**src/design/id_pkg.sv**
```systemverilog
`default_nettype none

package id_pkg;

    localparam int xlen       = 32;
    localparam int reg_addr_w = 5;

    typedef logic [xlen-1:0]       word_t;
    typedef logic [reg_addr_w-1:0] reg_addr_t;

    // Fetch starts here out of reset
    localparam word_t reset_pc = 32'h1c00_0000;

    typedef enum logic [3:0] {
        alu_add, alu_sub, alu_slt, alu_sltu,
        alu_and, alu_nor, alu_or,  alu_xor,
        alu_sll, alu_srl, alu_sra, alu_lui
    } alu_op_e;

    typedef enum logic [3:0] {
        mem_none,
        mem_ld_b, mem_ld_h, mem_ld_w, mem_ld_bu, mem_ld_hu,
        mem_st_b, mem_st_h, mem_st_w
    } mem_op_e;

    typedef enum logic [3:0] {
        br_none,
        br_beq, br_bne, br_blt, br_bge, br_bltu, br_bgeu,
        br_jirl, br_b, br_bl
    } br_op_e;

    // Everything EX and later need from decode
    typedef struct packed {
        alu_op_e   alu_op;
        mem_op_e   mem_op;
        logic      src1_is_pc;
        logic      src2_is_imm;
        logic      res_from_mem;
        logic      gr_we;
        logic      mem_we;
        reg_addr_t dest;
        word_t     imm;
    } dec_ctrl_t;

endpackage

`default_nettype wire

```
**src/design/fwd_if.sv**
```systemverilog
`default_nettype none

// Register-write report of one later pipeline stage
interface fwd_if
    import id_pkg::*;
();

    logic      valid;
    logic      gr_we;
    logic      res_from_mem;
    reg_addr_t dest;
    word_t     result;

    modport src (output valid, gr_we, res_from_mem, dest, result);
    modport bypass (input valid, gr_we, res_from_mem, dest, result);

endinterface

`default_nettype wire

```
**src/design/inst_decoder.sv**
```systemverilog
`default_nettype none

module inst_decoder
    import id_pkg::*;
(
    input  word_t     inst,
    output dec_ctrl_t ctrl,
    output br_op_e    br_op,
    output reg_addr_t rf_raddr1,
    output reg_addr_t rf_raddr2,
    output word_t     br_offs
);

    reg_addr_t rd;
    reg_addr_t rj;
    reg_addr_t rk;
    alu_op_e   alu_op;
    mem_op_e   mem_op;
    word_t     imm;
    logic      alu_known;
    logic      alu_rr;
    logic      inst_pcaddu12i;
    logic      is_load;
    logic      is_store;
    logic      is_cond_br;
    logic      link;
    logic      need_si20;
    logic      need_ui12;

    assign rd = inst[4:0];
    assign rj = inst[9:5];
    assign rk = inst[14:10];

    // --------------------------------------------------
    // Opcode matching
    // --------------------------------------------------
    always_comb begin
        alu_op    = alu_add;
        alu_known = 1'b1;
        casez (inst[31:15])
            17'h00020:              alu_op = alu_add;
            17'h00022:              alu_op = alu_sub;
            17'h00024:              alu_op = alu_slt;
            17'h00025:              alu_op = alu_sltu;
            17'h00028:              alu_op = alu_nor;
            17'h00029:              alu_op = alu_and;
            17'h0002a:              alu_op = alu_or;
            17'h0002b:              alu_op = alu_xor;
            17'h0002e:              alu_op = alu_sll;
            17'h0002f:              alu_op = alu_srl;
            17'h00030:              alu_op = alu_sra;
            17'h00081:              alu_op = alu_sll;  // Shifts by ui5
            17'h00089:              alu_op = alu_srl;
            17'h00091:              alu_op = alu_sra;
            17'b0000001000_???????: alu_op = alu_slt;
            17'b0000001001_???????: alu_op = alu_sltu;
            17'b0000001010_???????: alu_op = alu_add;
            17'b0000001101_???????: alu_op = alu_and;
            17'b0000001110_???????: alu_op = alu_or;
            17'b0000001111_???????: alu_op = alu_xor;
            17'b0001010_??????????: alu_op = alu_lui;  // lu12i.w
            default:                alu_known = 1'b0;
        endcase
    end

    always_comb begin
        case (inst[31:22])
            10'h0a0: mem_op = mem_ld_b;
            10'h0a1: mem_op = mem_ld_h;
            10'h0a2: mem_op = mem_ld_w;
            10'h0a4: mem_op = mem_st_b;
            10'h0a5: mem_op = mem_st_h;
            10'h0a6: mem_op = mem_st_w;
            10'h0a8: mem_op = mem_ld_bu;
            10'h0a9: mem_op = mem_ld_hu;
            default: mem_op = mem_none;
        endcase
    end

    always_comb begin
        case (inst[31:26])
            6'h13:   br_op = br_jirl;
            6'h14:   br_op = br_b;
            6'h15:   br_op = br_bl;
            6'h16:   br_op = br_beq;
            6'h17:   br_op = br_bne;
            6'h18:   br_op = br_blt;
            6'h19:   br_op = br_bge;
            6'h1a:   br_op = br_bltu;
            6'h1b:   br_op = br_bgeu;
            default: br_op = br_none;
        endcase
    end

    assign inst_pcaddu12i = (inst[31:25] == 7'b0001110);
    assign alu_rr         = alu_known && (inst[31:22] == 10'h000);
    assign is_load        = mem_op inside {mem_ld_b, mem_ld_h, mem_ld_w, mem_ld_bu, mem_ld_hu};
    assign is_store       = mem_op inside {mem_st_b, mem_st_h, mem_st_w};
    assign is_cond_br     = br_op inside {br_beq, br_bne, br_blt, br_bge, br_bltu, br_bgeu};
    assign link           = (br_op == br_jirl) || (br_op == br_bl);
    assign need_si20      = (alu_op == alu_lui) || inst_pcaddu12i;
    assign need_ui12      = alu_known && (inst[31:24] == 8'h03);  // andi, ori, xori

    // --------------------------------------------------
    // Immediates and register numbers
    // --------------------------------------------------
    always_comb begin
        if (link) begin
            imm = 32'd4;  // Return address is pc + 4
        end else if (need_si20) begin
            imm = {inst[24:5], 12'b0};
        end else if (need_ui12) begin
            imm = {20'b0, inst[21:10]};
        end else begin
            imm = {{20{inst[21]}}, inst[21:10]};
        end
    end

    assign br_offs = (br_op == br_b || br_op == br_bl) ?
                     {{4{inst[9]}}, inst[9:0], inst[25:10], 2'b0} :
                     {{14{inst[25]}}, inst[25:10], 2'b0};

    assign rf_raddr1 = rj;
    assign rf_raddr2 = (is_cond_br || is_store) ? rd : rk;

    assign ctrl.alu_op       = alu_op;  // Loads, stores and links add
    assign ctrl.mem_op       = mem_op;
    assign ctrl.src1_is_pc   = link || inst_pcaddu12i;
    assign ctrl.src2_is_imm  = (alu_known && !alu_rr) || is_load || is_store ||
                               link || inst_pcaddu12i;
    assign ctrl.res_from_mem = is_load;
    assign ctrl.gr_we        = alu_known || is_load || link || inst_pcaddu12i;
    assign ctrl.mem_we       = is_store;
    assign ctrl.dest         = (br_op == br_bl) ? 5'd1 : rd;
    assign ctrl.imm          = imm;

endmodule

`default_nettype wire

```
**src/design/operand_bypass.sv**
```systemverilog
`default_nettype none

module operand_bypass
    import id_pkg::*;
(
    input  reg_addr_t     rf_raddr1,
    input  reg_addr_t     rf_raddr2,
    input  word_t         rf_rdata1,
    input  word_t         rf_rdata2,
    input  logic          src1_is_pc,
    input  logic          src2_is_imm,
    fwd_if.bypass         ex,
    fwd_if.bypass         mem,
    fwd_if.bypass         wb,
    input  logic          in_valid,
    output word_t         rj_value,
    output word_t         rkd_value,
    output logic          load_use_stall
);

    function automatic logic hits(input logic valid, input logic we,
                                  input reg_addr_t dest, input reg_addr_t addr);
        return valid && we && (dest != '0) && (dest == addr);
    endfunction

    // Youngest result wins, loads only forward from WB
    function automatic word_t bypass_value(input reg_addr_t addr, input word_t rf_data);
        if (hits(ex.valid, ex.gr_we && !ex.res_from_mem, ex.dest, addr)) begin
            return ex.result;
        end else if (hits(mem.valid, mem.gr_we && !mem.res_from_mem, mem.dest, addr)) begin
            return mem.result;
        end else if (hits(wb.valid, wb.gr_we, wb.dest, addr)) begin
            return wb.result;
        end
        return rf_data;
    endfunction

    // A load result that is still in flight and read by this instruction
    function automatic logic load_pending(input logic valid, input logic we,
                                          input logic from_mem, input reg_addr_t dest);
        logic use1;
        logic use2;
        use1 = !src1_is_pc && hits(valid, we && from_mem, dest, rf_raddr1);
        use2 = !src2_is_imm && hits(valid, we && from_mem, dest, rf_raddr2);
        return use1 || use2;
    endfunction

    always_comb begin
        rj_value  = bypass_value(rf_raddr1, rf_rdata1);
        rkd_value = bypass_value(rf_raddr2, rf_rdata2);
    end

    always_comb begin
        load_use_stall = in_valid &&
                         (load_pending(ex.valid, ex.gr_we, ex.res_from_mem, ex.dest) ||
                          load_pending(mem.valid, mem.gr_we, mem.res_from_mem, mem.dest));
    end

endmodule

`default_nettype wire

```
**src/design/branch_unit.sv**
```systemverilog
`default_nettype none

module branch_unit
    import id_pkg::*;
(
    input  br_op_e br_op,
    input  word_t  pc,
    input  word_t  rj_value,
    input  word_t  rkd_value,
    input  word_t  br_offs,
    output logic   br_hit,
    output word_t  br_target
);

    logic rj_eq_rkd;
    logic rj_lt_rkd;
    logic rj_ltu_rkd;

    assign rj_eq_rkd  = (rj_value == rkd_value);
    assign rj_lt_rkd  = ($signed(rj_value) < $signed(rkd_value));
    assign rj_ltu_rkd = (rj_value < rkd_value);

    always_comb begin
        case (br_op)
            br_beq:               br_hit = rj_eq_rkd;
            br_bne:               br_hit = !rj_eq_rkd;
            br_blt:               br_hit = rj_lt_rkd;
            br_bge:               br_hit = !rj_lt_rkd;
            br_bltu:              br_hit = rj_ltu_rkd;
            br_bgeu:              br_hit = !rj_ltu_rkd;
            br_jirl, br_b, br_bl: br_hit = 1'b1;
            default:              br_hit = 1'b0;
        endcase
    end

    // Only jirl is register relative
    assign br_target = (br_op == br_jirl) ? rj_value + br_offs : pc + br_offs;

endmodule

`default_nettype wire

```
**src/design/id_ex_reg.sv**
```systemverilog
`default_nettype none

module id_ex_reg
    import id_pkg::*;
(
    input  logic      clk,
    input  logic      rst,
    input  logic      in_valid,
    input  logic      out_ready,
    input  logic      stall,
    input  dec_ctrl_t ctrl,
    input  word_t     pc,
    input  word_t     rj_value,
    input  word_t     rkd_value,
    input  logic      br_hit,
    output logic      in_ready,
    output logic      br_taken,
    fwd_if.src        ex,
    output logic      out_valid,
    output dec_ctrl_t ctrl_out,
    output word_t     pc_out,
    output word_t     rj_value_out,
    output word_t     rkd_value_out
);

    logic accept;

    // --------------------------------------------------
    // Handshake
    // --------------------------------------------------
    assign in_ready = !rst && (!in_valid || (!stall && out_ready));
    assign accept   = in_valid && in_ready;
    assign br_taken = accept && br_hit;  // Redirect fetch once per branch

    always_ff @(posedge clk) begin
        if (rst) begin
            out_valid <= 1'b0;
        end else if (out_ready) begin
            out_valid <= accept;
        end
    end

    // --------------------------------------------------
    // Pipeline register
    // --------------------------------------------------
    always_ff @(posedge clk) begin
        if (rst) begin
            ctrl_out <= '0;
            pc_out   <= reset_pc;
        end else if (accept) begin
            ctrl_out <= ctrl;
            pc_out   <= pc;
        end
    end

    always_ff @(posedge clk) begin
        if (accept) begin
            rj_value_out  <= rj_value;
            rkd_value_out <= rkd_value;
        end
    end

    // The held instruction is what EX is working on
    assign ex.valid        = out_valid;
    assign ex.gr_we        = ctrl_out.gr_we;
    assign ex.res_from_mem = ctrl_out.res_from_mem;
    assign ex.dest         = ctrl_out.dest;

endmodule

`default_nettype wire

```
**src/design/id_stage.sv**
```systemverilog
`default_nettype none

module id_stage
    import id_pkg::*;
(
    input  logic      clk,
    input  logic      rst,
    input  logic      in_valid,
    input  word_t     inst,
    input  word_t     pc,
    output logic      in_ready,
    input  logic      out_ready,
    output logic      out_valid,
    output reg_addr_t rf_raddr1,
    output reg_addr_t rf_raddr2,
    input  word_t     rf_rdata1,
    input  word_t     rf_rdata2,
    input  word_t     ex_result,
    input  logic      mem_valid,
    input  logic      mem_gr_we,
    input  logic      mem_res_from_mem,
    input  reg_addr_t mem_dest,
    input  word_t     mem_result,
    input  logic      wb_valid,
    input  logic      wb_gr_we,
    input  reg_addr_t wb_dest,
    input  word_t     wb_result,
    output logic      br_taken,
    output word_t     br_target,
    output alu_op_e   alu_op_out,
    output mem_op_e   mem_op_out,
    output logic      src1_is_pc_out,
    output logic      src2_is_imm_out,
    output logic      res_from_mem_out,
    output logic      gr_we_out,
    output logic      mem_we_out,
    output reg_addr_t dest_out,
    output word_t     imm_out,
    output word_t     pc_out,
    output word_t     rj_value_out,
    output word_t     rkd_value_out
);

    dec_ctrl_t ctrl;
    dec_ctrl_t ctrl_out;
    br_op_e    br_op;
    word_t     br_offs;
    word_t     rj_value;
    word_t     rkd_value;
    logic      load_use_stall;
    logic      br_hit;

    fwd_if ex_fwd ();
    fwd_if mem_fwd ();
    fwd_if wb_fwd ();

    assign ex_fwd.result = ex_result;

    assign mem_fwd.valid        = mem_valid;
    assign mem_fwd.gr_we        = mem_gr_we;
    assign mem_fwd.res_from_mem = mem_res_from_mem;
    assign mem_fwd.dest         = mem_dest;
    assign mem_fwd.result       = mem_result;

    assign wb_fwd.valid        = wb_valid;
    assign wb_fwd.gr_we        = wb_gr_we;
    assign wb_fwd.res_from_mem = 1'b0;  // Load data is final by WB
    assign wb_fwd.dest         = wb_dest;
    assign wb_fwd.result       = wb_result;

    inst_decoder u_inst_decoder (
        .inst      (inst),
        .ctrl      (ctrl),
        .br_op     (br_op),
        .rf_raddr1 (rf_raddr1),
        .rf_raddr2 (rf_raddr2),
        .br_offs   (br_offs)
    );

    operand_bypass u_operand_bypass (
        .rf_raddr1      (rf_raddr1),
        .rf_raddr2      (rf_raddr2),
        .rf_rdata1      (rf_rdata1),
        .rf_rdata2      (rf_rdata2),
        .src1_is_pc     (ctrl.src1_is_pc),
        .src2_is_imm    (ctrl.src2_is_imm),
        .ex             (ex_fwd.bypass),
        .mem            (mem_fwd.bypass),
        .wb             (wb_fwd.bypass),
        .in_valid       (in_valid),
        .rj_value       (rj_value),
        .rkd_value      (rkd_value),
        .load_use_stall (load_use_stall)
    );

    branch_unit u_branch_unit (
        .br_op     (br_op),
        .pc        (pc),
        .rj_value  (rj_value),
        .rkd_value (rkd_value),
        .br_offs   (br_offs),
        .br_hit    (br_hit),
        .br_target (br_target)
    );

    id_ex_reg u_id_ex_reg (
        .clk           (clk),
        .rst           (rst),
        .in_valid      (in_valid),
        .out_ready     (out_ready),
        .stall         (load_use_stall),
        .ctrl          (ctrl),
        .pc            (pc),
        .rj_value      (rj_value),
        .rkd_value     (rkd_value),
        .br_hit        (br_hit),
        .in_ready      (in_ready),
        .br_taken      (br_taken),
        .ex            (ex_fwd.src),
        .out_valid     (out_valid),
        .ctrl_out      (ctrl_out),
        .pc_out        (pc_out),
        .rj_value_out  (rj_value_out),
        .rkd_value_out (rkd_value_out)
    );

    assign alu_op_out       = ctrl_out.alu_op;
    assign mem_op_out       = ctrl_out.mem_op;
    assign src1_is_pc_out   = ctrl_out.src1_is_pc;
    assign src2_is_imm_out  = ctrl_out.src2_is_imm;
    assign res_from_mem_out = ctrl_out.res_from_mem;
    assign gr_we_out        = ctrl_out.gr_we;
    assign mem_we_out       = ctrl_out.mem_we;
    assign dest_out         = ctrl_out.dest;
    assign imm_out          = ctrl_out.imm;

endmodule

`default_nettype wire

```
**config.mk**
```make
export PLATFORM = sky130hd
export DESIGN_NAME = id_stage
export DESIGN_NICKNAME = d
export VERILOG_FILES = /design/src/design/id_pkg.sv /design/src/design/fwd_if.sv /design/src/design/inst_decoder.sv /design/src/design/operand_bypass.sv /design/src/design/branch_unit.sv /design/src/design/id_ex_reg.sv /design/src/design/id_stage.sv
export SDC_FILE = /design/constraint.sdc
export NUM_CORES = 1
export LEC_CHECK = 0
export ABC_CLOCK_PERIOD_IN_PS = 4500
export BUFFER_PORTS_ARGS = -buffer_cell sky130_fd_sc_hd__buf_4
export CAP_MARGIN = 20
export CORE_AREA = 4 4 168 170
export DETAILED_ROUTE_END_ITERATION = 16
export DIE_AREA = 0 0 172 174
export PLACE_DENSITY = 0.75
export RECOVER_POWER = 50
export SYNTH_ARGS = -nofsm -noshare
export SYNTH_HDL_FRONTEND = slang
export SYNTH_SLANG_ARGS = --single-unit
```
**constraint.sdc**
```tcl
create_clock -name clk -period 4.5 [get_ports clk]
set_input_delay 0.225 -clock clk [delete_from_list [all_inputs] [get_ports clk]]
set_output_delay 0.225 -clock clk [all_outputs]
set_load 0.01 [all_outputs]
```
==> out/metrics.csv, run 1 <==
metric,value,unit
status,"complete, but fails checks",
failing checks,setup timing,
cts hold-fix bufs,0,
total vias in the final route,13000,
"Arr. time, crit path",5.14,ns
"EDFF count, synth",64,
"worst slack, placed",-0.817,ns
Via density,5.73,
DRC marker count from the first detailed-route iteration,997,
IO Pins,434,
Mean Syn Cell Area,8.95,sq um
switching power,1470,uW
number of fill cells,2212,
synth warn,0,
cts bufs inserted,17,
CORE AREA,0.0267,sq mm
Detail Route Antenna Nets,0,
drt wl/cell,22.3,um
synthesized area,0.0115,sq mm
largest net degree at the start of global routing,105,
clk slew on worst S/H paths,0.07,ns
Initial Utilization,42.9,%
Slew Limit Headroom,40.4,%
die height,174,um
f_max,0.186,GHz
CTS root buf,clkbuf_16,
area added between synthesis and finish,54.9,%
Post-synth top flop,dfxtp_1,
DIE WIDTH,172,um
clk buf depth,2,
CP Data Required Time,4.28,ns
internal power,2970,uW
Tot Pwr,4440,uW
Final setup viols,26,
CP Max Fanout,12,
clk_lat worst skew,0.44,ns
Critical Setup Path Class,input port to primary output,
DIE AREA,0.0299,sq mm
Unique masters post-synth,67,
Rows,60,
total track usage,31.2,%
Clock Power Share,32.8,%
final net count,2217,
first-pass GRT wire length,72600,um
CP Launch Type,input port,
max-slew violation count,0,
I/O Buffers,433,
Lkg Pwr,0.00795,uW
TritonCTS Sinks,147,
Post-Route WL,50500,um
period utilisation layout,119,%
worst slew pin tran,0.894,ns
HPWL after detailed placement,38400,um
drc violations,0,
Hold Crit Class,input port to flip-flop,
dpl cell area,0.0167,sq mm
initial antenna violation count,5,
vias in the first global route,12800,
unrepaired setup endpoints after global routing,true,
pwr dens,250,mW/mm^2
Logic pwr share,34.0,%
switching share of power,33.1,%
register area share after synthesis,31.2,%
maxcap violations,0,
share of cells above drive strength 1,43.6,%
CTS tree,done,
register share of total power,33.2,%
#FFs+latches synth,147,
Worst IR Drop VDD,0.177,mV
grt ovf,0,
ys async rst share,0,%
"Design Area, Final",0.0178,sq mm
drt pass-1 iters,8,
Post-Syn Nets,1591,
fin util,66.5,%
final worst slack,-0.868,ns
Worst Clk Skew,0.0226,ns
H-tree depth,4,
Final Hold Viols,0,
RePlAce Congestion,0.973,
CP Capture Type,primary output,
post-route minimum period,5.37,ns
Syn Inst Count,1282,
[final timing paths]
path	start	endpoint	slack [ns]	cells after the start
worst max register to register	u_id_ex_reg.ex.dest[4]	u_id_ex_reg.rkd_value_out[8]	1.35	10
worst max-delay path	inst[26]	br_taken	-0.87	27
worst min-delay path	pc[26]	u_id_ex_reg.pc_out[26]	0.05	3
worst min register to register	u_id_ex_reg.ctrl_out[41]	u_id_ex_reg.ctrl_out[41]	0.47	2
[area by class of cell]
cell class	instances	area, sq um	area share [%]
multi-input cells	999	8000	45.0
repair buffers	688	4960	27.9
flip-flops and latches	147	3580	20.2
clock buffers	19	454	2.56
well taps	341	427	2.40
inverters	55	215	1.21
clock inverters	13	116	0.655
diodes	3	7.51	0.0423
[logic make-up after synthesis]
group | after synthesis | share of synthesized area (%)
AO/OA/AOI/OAI | 339 | 19.2
AND/OR/NAND/NOR | 335 | 14.2
multiplexers | 201 | 19.0
flip-flops | 147 | 31.2
buffers and inverters | 136 | 4.75
adder cells (fa/ha/maj) | 66 | 7.26
XOR/XNOR | 58 | 4.43
[power groups by stage]
| stage | clock network, uW | registers (uW) | logic [uW] |
|---|---|---|---|
| after detailed placement | 0 | 1500 | 1370 |
| after floorplan | 0 | 1530 | 603 |
| after CTS | 1470 | 1480 | 1480 |
| after global placement | 0 | 1500 | 1340 |
| final | 1450 | 1470 | 1510 |
| after global routing | 1530 | 1480 | 1610 |
[cells in the mapped netlist (8+ instances only)]
master	count	area (sq um)
nand2b_1	12	75.1
xnor2_1	30	263
a21o_1	29	218
nand2_1	41	154
and3_1	24	150
edfxtp_1	64	1920
dfxtp_1	83	1660
a211oi_1	10	75.1
nand4_1	13	81.3
ha_1	65	813
buf_4	8	60.1
clkbuf_1	61	229
a21oi_1	107	536
nor2_1	136	510
inv_1	55	206
o21ai_0	84	420
xor2_1	28	245
mux2_2	130	1460
nand3_1	52	260
a31o_2	42	368
nor2b_1	9	56.3
nor3_1	13	65.1
buf_1	8	30.0
o21a_1	9	67.6
mux2i_1	71	711
[per-stage QoR]
| step | hold WS (ns) | std cells | setup TNS [ns] |
|---|---|---|---|
| after global placement | 0.443 | 2194 | -5.32 |
| after floorplan | 0.374 | 1282 | -0.126 |
| after detailed placement | 0.458 | 2194 | -6.63 |
| after CTS | 0.0414 | 2254 | -8.78 |
| after global routing | 0.0563 | 2265 | -16.56 |
| final | 0.0522 | 2265 | -11.61 |
[placed cells by master, fill, tap and decap left out, drive strengths merged, types with 29 or more instances in the layout]
| cell type | count |
|---|---|
| a21oi | 107 |
| mux2i | 71 |
| mux2 | 130 |
| o21ai | 86 |
| nand2 | 41 |
| a31o | 42 |
| nand3 | 52 |
| dfxtp | 83 |
| inv | 58 |
| ha | 65 |
| buf | 533 |
| xnor2 | 30 |
| nor2 | 137 |
| a21o | 29 |
| clkbuf | 174 |
| edfxtp | 64 |
[sequential cells by signal, indices dropped and copies added, names as in the netlist]
register,cells
u_id_ex_reg.pc_out,32
u_id_ex_reg.ctrl_out,43
u_id_ex_reg.rj_value_out,32
u_id_ex_reg.ex.gr_we,1
u_id_ex_reg.rkd_value_out,32
u_id_ex_reg.ex.dest,5
u_id_ex_reg.ex.valid,1
u_id_ex_reg.ex.res_from_mem,1
[layer usage]
layer | vias up | part of all wire, % | global-route usage (%)
met5 | - | 0.051 | 0
met3 | 117 | 9.7 | 7.66
met2 | 661 | 48 | 53.1
li1 | 5977 | - | -
met1 | 6224 | 38 | 38.0
met4 | 4 | 3.9 | 11.5
[worst max-delay path: stages]
cell and delay, ns:
buf_8 0.09, clkinvlp_4 0.11, ha_4 0.30, a21o_1 0.12, mux2i_2 0.07, buf_4 0.14
o41a_1 0.49, a21oi_1 0.18, nand3b_1 0.17, nand4_2 0.14, buf_4 0.19, buf_12 0.15
mux2_2 0.27, mux2_4 0.27, mux2i_2 0.18, ha_1 0.28, a21o_1 0.19, a21o_1 0.16
a21oi_2 0.14, o21ai_2 0.10, a32oi_1 0.20, nand2_1 0.14, mux2i_1 0.22, a211oi_2 0.10
a311oi_2 0.20, buf_4 0.19, buf_6 0.10
[what timing repair did]
action	CTS	global route
setup buffers	25	10
pin swaps	71	46
endpoints found under the setup margin	24	26
resized for setup	128	62
gates cloned	5	1
Note: power is estimated with default switching activity, not from simulation.
==> inputs of run 2 (changes only) <==
HOLD_SLACK_MARGIN = 0.12   (was unset)
==> out/metrics.csv, run 2 (synthesis results as in run 1) <==
metric,value,unit,change
setup_tns,-12.98,ns,-1.37 ns
initial antenna violation count,5,,unchanged
area added between synthesis and finish,57.9,%,
Lkg Pwr,0.00810,uW,+1.9%
drc violations,0,,unchanged
post-route insts no fill,2307,,+1.9%
TritonCTS Sinks,147,,unchanged
Final Hold Viols,0,,unchanged
"commonest non-fill, non-tap cells in the layout","491 x buf_4, 155 x clkbuf_1, 125 x nor2_1",,
Worst Clk Skew,0.0195,ns,-0.00312 ns
Largest register FFs,43,,unchanged
Hold Crit Class,input port to flip-flop,,
clk buf depth,2,,unchanged
worst reg2reg setup slack,1.27,ns,-0.08 ns
failing checks,setup timing,,
pwr dens,247,mW/mm^2,-1.3%
drt pass-1 iters,5,,-3
DIE WIDTH,172,um,unchanged
status,"complete, but fails checks",,
dpl cells,2194,,unchanged
FF-to-FF path depth,11,,+1
Rows,60,,unchanged
hold path cells,3,,unchanged
DIE AREA,0.0299,sq mm,unchanged
final worst slack,-0.848,ns,+0.0199 ns
HPWL after detailed placement,38400,um,unchanged
max-slew violation count,0,,unchanged
CP Max Fanout,23,,+11
"commonest non-fill, non-tap cell in the layout",buf_4,,
Worst IR Drop VDD,0.175,mV,-0.80%
largest net degree at the start of global routing,105,,unchanged
maxcap violations,0,,unchanged
cts bufs inserted,17,,unchanged
clk_lat worst skew,0.44,ns,about the same
first-pass GRT wire length,74600,um,+2.8%
IO Pins,434,,unchanged
DRC marker count from the first detailed-route iteration,1127,,+13%
Via density,5.74,,+0.12%
RePlAce Congestion,0.973,,unchanged
Tot Pwr,4470,uW,+0.66%
CP Data Required Time,4.28,ns,about the same
I/O Buffers,433,,unchanged
fin util,67.8,%,+1.3 points
Reg with most FFs,u_id_ex_reg.ctrl_out,,
clk slew on worst S/H paths,0.08,ns,about the same
unrepaired setup endpoints after global routing,true,,
die height,174,um,unchanged
f_max,0.187,GHz,+0.37%
total track usage,32.0,%,+0.81 points
"Arr. time, crit path",5.12,ns,-0.02 ns
period utilisation layout,119,%,-0.44 points
vias in the first global route,13200,,+3.1%
post-route minimum period,5.35,ns,-0.0199 ns
CP Launch Type,input port,,
CTS tree,done,,
Post-Route WL,51300,um,+1.6%
Initial Utilization,42.9,%,unchanged
CTS root buf,clkbuf_16,,
CORE AREA,0.0267,sq mm,unchanged
Final setup viols,25,,-3.8%
Slew Limit Headroom,41.1,%,+0.72 points
grt ovf,0,,unchanged
drt wl/cell,22.3,um,-0.27%
final net count,2259,,+1.9%
total vias in the final route,13200,,+2.0%
worst slew pin tran,0.884,ns,-0.0108 ns
share of cells above drive strength 1,42.0,%,-1.6 points
H-tree depth,4,,unchanged
CP Capture Type,primary output,,
Critical Setup Path Class,input port to primary output,,
Detail Route Antenna Nets,0,,unchanged
==> run 2: cell count changes in the layout (fill, tap and decap cells not counted), moves of 2 or more <==
cell	previous run	this run
dlygate4sd3_1	0	43
nor2_2	12	5
nor2_1	119	125
ha_2	2	5
ha_4	7	4
o21ai_1	12	14
o21ai_2	5	3
==> run 2: layout make-up <==
type	instances	area [sq um]
Inverter	55	215
Tap cell	341	427
Multi-Input combinational cell	999	7930
Antenna cell	3	7.51
Clock inverter	13	116
Timing Repair Buffer	730	5380
Sequential cell	147	3580
Clock buffer	19	454
Fill cell	2141	8610
==> run 2: final timing paths <==
path                                            endpoint                     start
worst max-delay path                            br_taken                  inst[26]
worst min-delay path               u_id_ex_reg.pc_out[2]                     pc[2]
worst max register to register      u_id_ex_reg.ex.valid    u_id_ex_reg.ex.dest[4]
worst min register to register  u_id_ex_reg.ctrl_out[41]  u_id_ex_reg.ctrl_out[41]
==> run 2: layer usage <==
layer  GRT usage, %  wire [um]  up-vias
li1               -          -     6060
met1           38.9      19600     6300
met2           54.1      24600      738
met3           7.80       4810      138
met4           13.0       2270        4
met5              0         26        -
==> run 2: worst max-delay path, cell delays in order <==
cell and delay, ns:
buf_8 0.09, clkinvlp_4 0.11, ha_4 0.30, a21o_1 0.12, mux2i_2 0.07, buf_4 0.14
o41a_1 0.49, a21oi_1 0.20, nand3b_1 0.17, nand4_2 0.13, buf_4 0.17, buf_12 0.15
mux2_2 0.28, mux2_4 0.26, mux2i_1 0.18, ha_1 0.28, a21o_1 0.19, a21o_1 0.16
a21oi_2 0.14, o21ai_2 0.09, a32oi_1 0.20, nand2_1 0.13, mux2i_1 0.22, a211oi_2 0.10
a311oi_2 0.20, buf_4 0.18, buf_6 0.10
==> run 2: metrics by stage <==
| step | worst slack, ns | hold WS [ns] | instance area, sq um |
|---|---|---|---|
| CTS | -0.804 | 0.120 | 18500 |
| detailed placement | -0.817 | 0.458 | 16700 |
| global placement | -0.687 | 0.443 | 16700 |
| floorplan | -0.126 | 0.374 | 11500 |
| finish | -0.848 | 0.125 | 18100 |
| global route | -1.04 | 0.125 | 18100 |
==> run 2: where the power goes <==
part           total, uW  internal (uW)  switching [uW]
sequential          1470           1450            25.4
clock               1450            760             686
combinational       1540            783             761
total               4470           2990            1470
==> run 2: what timing repair did <==
| action | in CTS | in global routing |
|---|---|---|
| endpoints found under the hold margin | 46 | 0 |
| pin swaps | 71 | 42 |
| hold buffers | 43 | 0 |
| setup endpoints to repair | 24 | 26 |
| buffers inserted | 25 | 8 |
| resized for setup | 128 | 45 |
| cloned | 5 | 0 |
==> inputs of run 3 (changes only) <==
TNS_END_PERCENT = 20   (was unset)
==> out/metrics.csv, run 3 (synthesis results as in run 1) <==
metric,value,unit,change
Final Hold Viols,0,,unchanged
cts bufs inserted,17,,unchanged
drt wl/cell,22.0,um,-1.2%
drt pass-1 iters,5,,unchanged
Worst IR Drop VDD,0.163,mV,-7.3%
CP Max Fanout,8,,-65%
first-pass GRT wire length,74300,um,-0.47%
drc violations,0,,unchanged
Critical Setup Path Class,input port to primary output,,
"Arr. time, crit path",5.26,ns,+0.14 ns
max-slew violation count,0,,unchanged
initial antenna violation count,5,,unchanged
DIE WIDTH,172,um,unchanged
CTS root buf,clkbuf_16,,
status,"complete, but fails checks",,
Worst Clk Skew,0.0131,ns,-0.00636 ns
period utilisation layout,122,%,+3.1 points
"commonest non-fill, non-tap cell in the layout",buf_4,,
area added between synthesis and finish,56.4,%,
CP Launch Type,input port,,
die height,174,um,unchanged
CP Data Required Time,4.28,ns,about the same
maxcap violations,0,,unchanged
post-route minimum period,5.49,ns,+0.137 ns
HPWL after detailed placement,38500,um,+0.49%
Hold Crit Class,input port to flip-flop,,
worst reg2reg setup slack,0.94,ns,-0.33 ns
Final setup viols,25,,unchanged
clk buf depth,2,,unchanged
clk_lat worst skew,0.43,ns,about the same
Min-Delay Startpoint,ex_result[22],,
Via density,5.71,,-0.46%
unrepaired setup endpoints after global routing,true,,
number of fill cells,2241,,+4.7%
f_max,0.182,GHz,-2.5%
worst r2r src,u_id_ex_reg.ex.dest[0],,
final worst slack,-0.985,ns,-0.137 ns
hold path cells,2,,-1
FF-to-FF path depth,11,,unchanged
clk slew on worst S/H paths,0.07,ns,about the same
RePlAce Congestion,0.958,,-1.5%
final net count,2264,,+0.22%
DIE AREA,0.0299,sq mm,unchanged
failing checks,setup timing,,
vias in the first global route,13300,,+0.75%
Reg with most FFs,u_id_ex_reg.ctrl_out,,
"worst slack, placed",-0.893,ns,-0.0754 ns
dpl cells,2196,,+0.091%
total vias in the final route,13200,,-0.24%
hold endpoint,u_id_ex_reg.rkd_value_out[22],,
pwr dens,248,mW/mm^2,+0.65%
Rows,60,,unchanged
Detail Route Antenna Nets,0,,unchanged
grt ovf,0,,unchanged
Slew Limit Headroom,41.8,%,+0.73 points
Post-Route WL,50800,um,-0.95%
total track usage,31.9,%,-0.17 points
TritonCTS Sinks,147,,unchanged
share of cells above drive strength 1,41.8,%,-0.21 points
Largest register FFs,43,,unchanged
"commonest non-fill, non-tap cells in the layout","508 x buf_4, 153 x clkbuf_1, 122 x nor2_1",,
largest net degree at the start of global routing,74,,-30%
H-tree depth,4,,unchanged
worst slew pin tran,0.873,ns,-0.0109 ns
CORE AREA,0.0267,sq mm,unchanged
post-route insts no fill,2312,,+0.22%
DRC marker count from the first detailed-route iteration,1055,,-6.4%
RR Endpoint,u_id_ex_reg.rkd_value_out[8],,
CTS tree,done,,
I/O Buffers,433,,unchanged
Initial Utilization,42.9,%,unchanged
IO Pins,434,,unchanged
CP Capture Type,primary output,,
Lkg Pwr,0.00804,uW,-0.71%
## run 3: changes by cell type in the layout (fill, tap and decap cells not counted), sizes merged
cell	before	now
dlygate4sd3	43	46
buf	533	534
clkinv	5	6
inv	58	61
bufinv	0	1
clkbuf	173	172
clkinvlp	5	2
## run 3: worst max path at each step
stage	start	cells past startpoint	slack, ns	end
final	inst[26]	25	-0.99	br_taken
after global routing	inst[26]	26	-1.15	br_taken
after CTS	inst[26]	26	-0.87	br_taken
after detailed placement	inst[26]	26	-0.89	br_taken
after global placement	inst[26]	25	-0.75	br_taken
after floorplan	inst[27]	22	-0.13	br_taken
## run 3: layout make-up
class	instances	area (sq um)	area share [%]
multi-input combinational	999	7840	43.7
timing repair buffer	735	5280	29.4
sequential	147	3590	20.0
tap	341	427	2.38
clock buffer	17	425	2.37
inverter	55	218	1.21
clock inverter	15	164	0.913
antenna	3	7.51	0.0418
## run 3: repair_timing
action / 4_1_cts / 5_1_grt
endpoints found under the hold margin: 48 / 1
hold buffers: 45 / 1
pin swaps: 38 / 53
gates resized for setup: 99 / 53
setup buffers: 13 / 22
gates cloned: 4 / 0
endpoints found under the setup margin: 26 / 27
## run 3: stage by stage
stage          cell area, sq um  utilization (%)  TNS [ns]  power (uW)  hold slack [ns]
2_1_floorplan             11500                -    -0.353        2130            0.374
3_3_place_gp              16600             62.3     -6.03        2840            0.444
3_5_place_dp              16600             62.3     -6.79        2860            0.459
4_1_cts                   18200             68.1     -9.40        4440            0.121
5_1_grt                   17900             67.2    -18.67        4630            0.112
6_report                  17900             67.2    -13.88        4450            0.133
## run 3: per-layer routing
metal,vias to the layer above,track usage [%],part of all wire [%]
li1,6061,-,-
met1,6285,38.0,39
met2,679,54.7,48
met3,179,6.69,8.2
met4,4,14.3,5.4
met5,-,0,0.043
## run 3: power by group
group	total [uW]	leakage (uW)	switching [uW]	internal, uW
Sequential	1470	0.00127	24.7	1450
Clock	1490	0.000293	694	792
Combinational	1490	0.00648	739	755
Total	4450	0.00804	1460	3000
## run 3: critical path, cell delays in order
cell	delay, ns
buf_8	0.09
clkinvlp_4	0.12
ha_4	0.31
a21o_1	0.12
mux2i_2	0.08
o41ai_2	0.34
buf_4	0.17
nor2_4	0.05
a2111o_1	0.30
a211o_1	0.34
o31ai_4	0.26
buf_12	0.19
mux2_4	0.31
mux2i_1	0.18
ha_1	0.28
a21o_1	0.17
a21o_1	0.18
a21oi_1	0.19
o21ai_2	0.10
a32oi_1	0.25
nand2_2	0.13
mux2i_1	0.21
a211oi_2	0.10
a311oi_2	0.36
buf_4	0.20
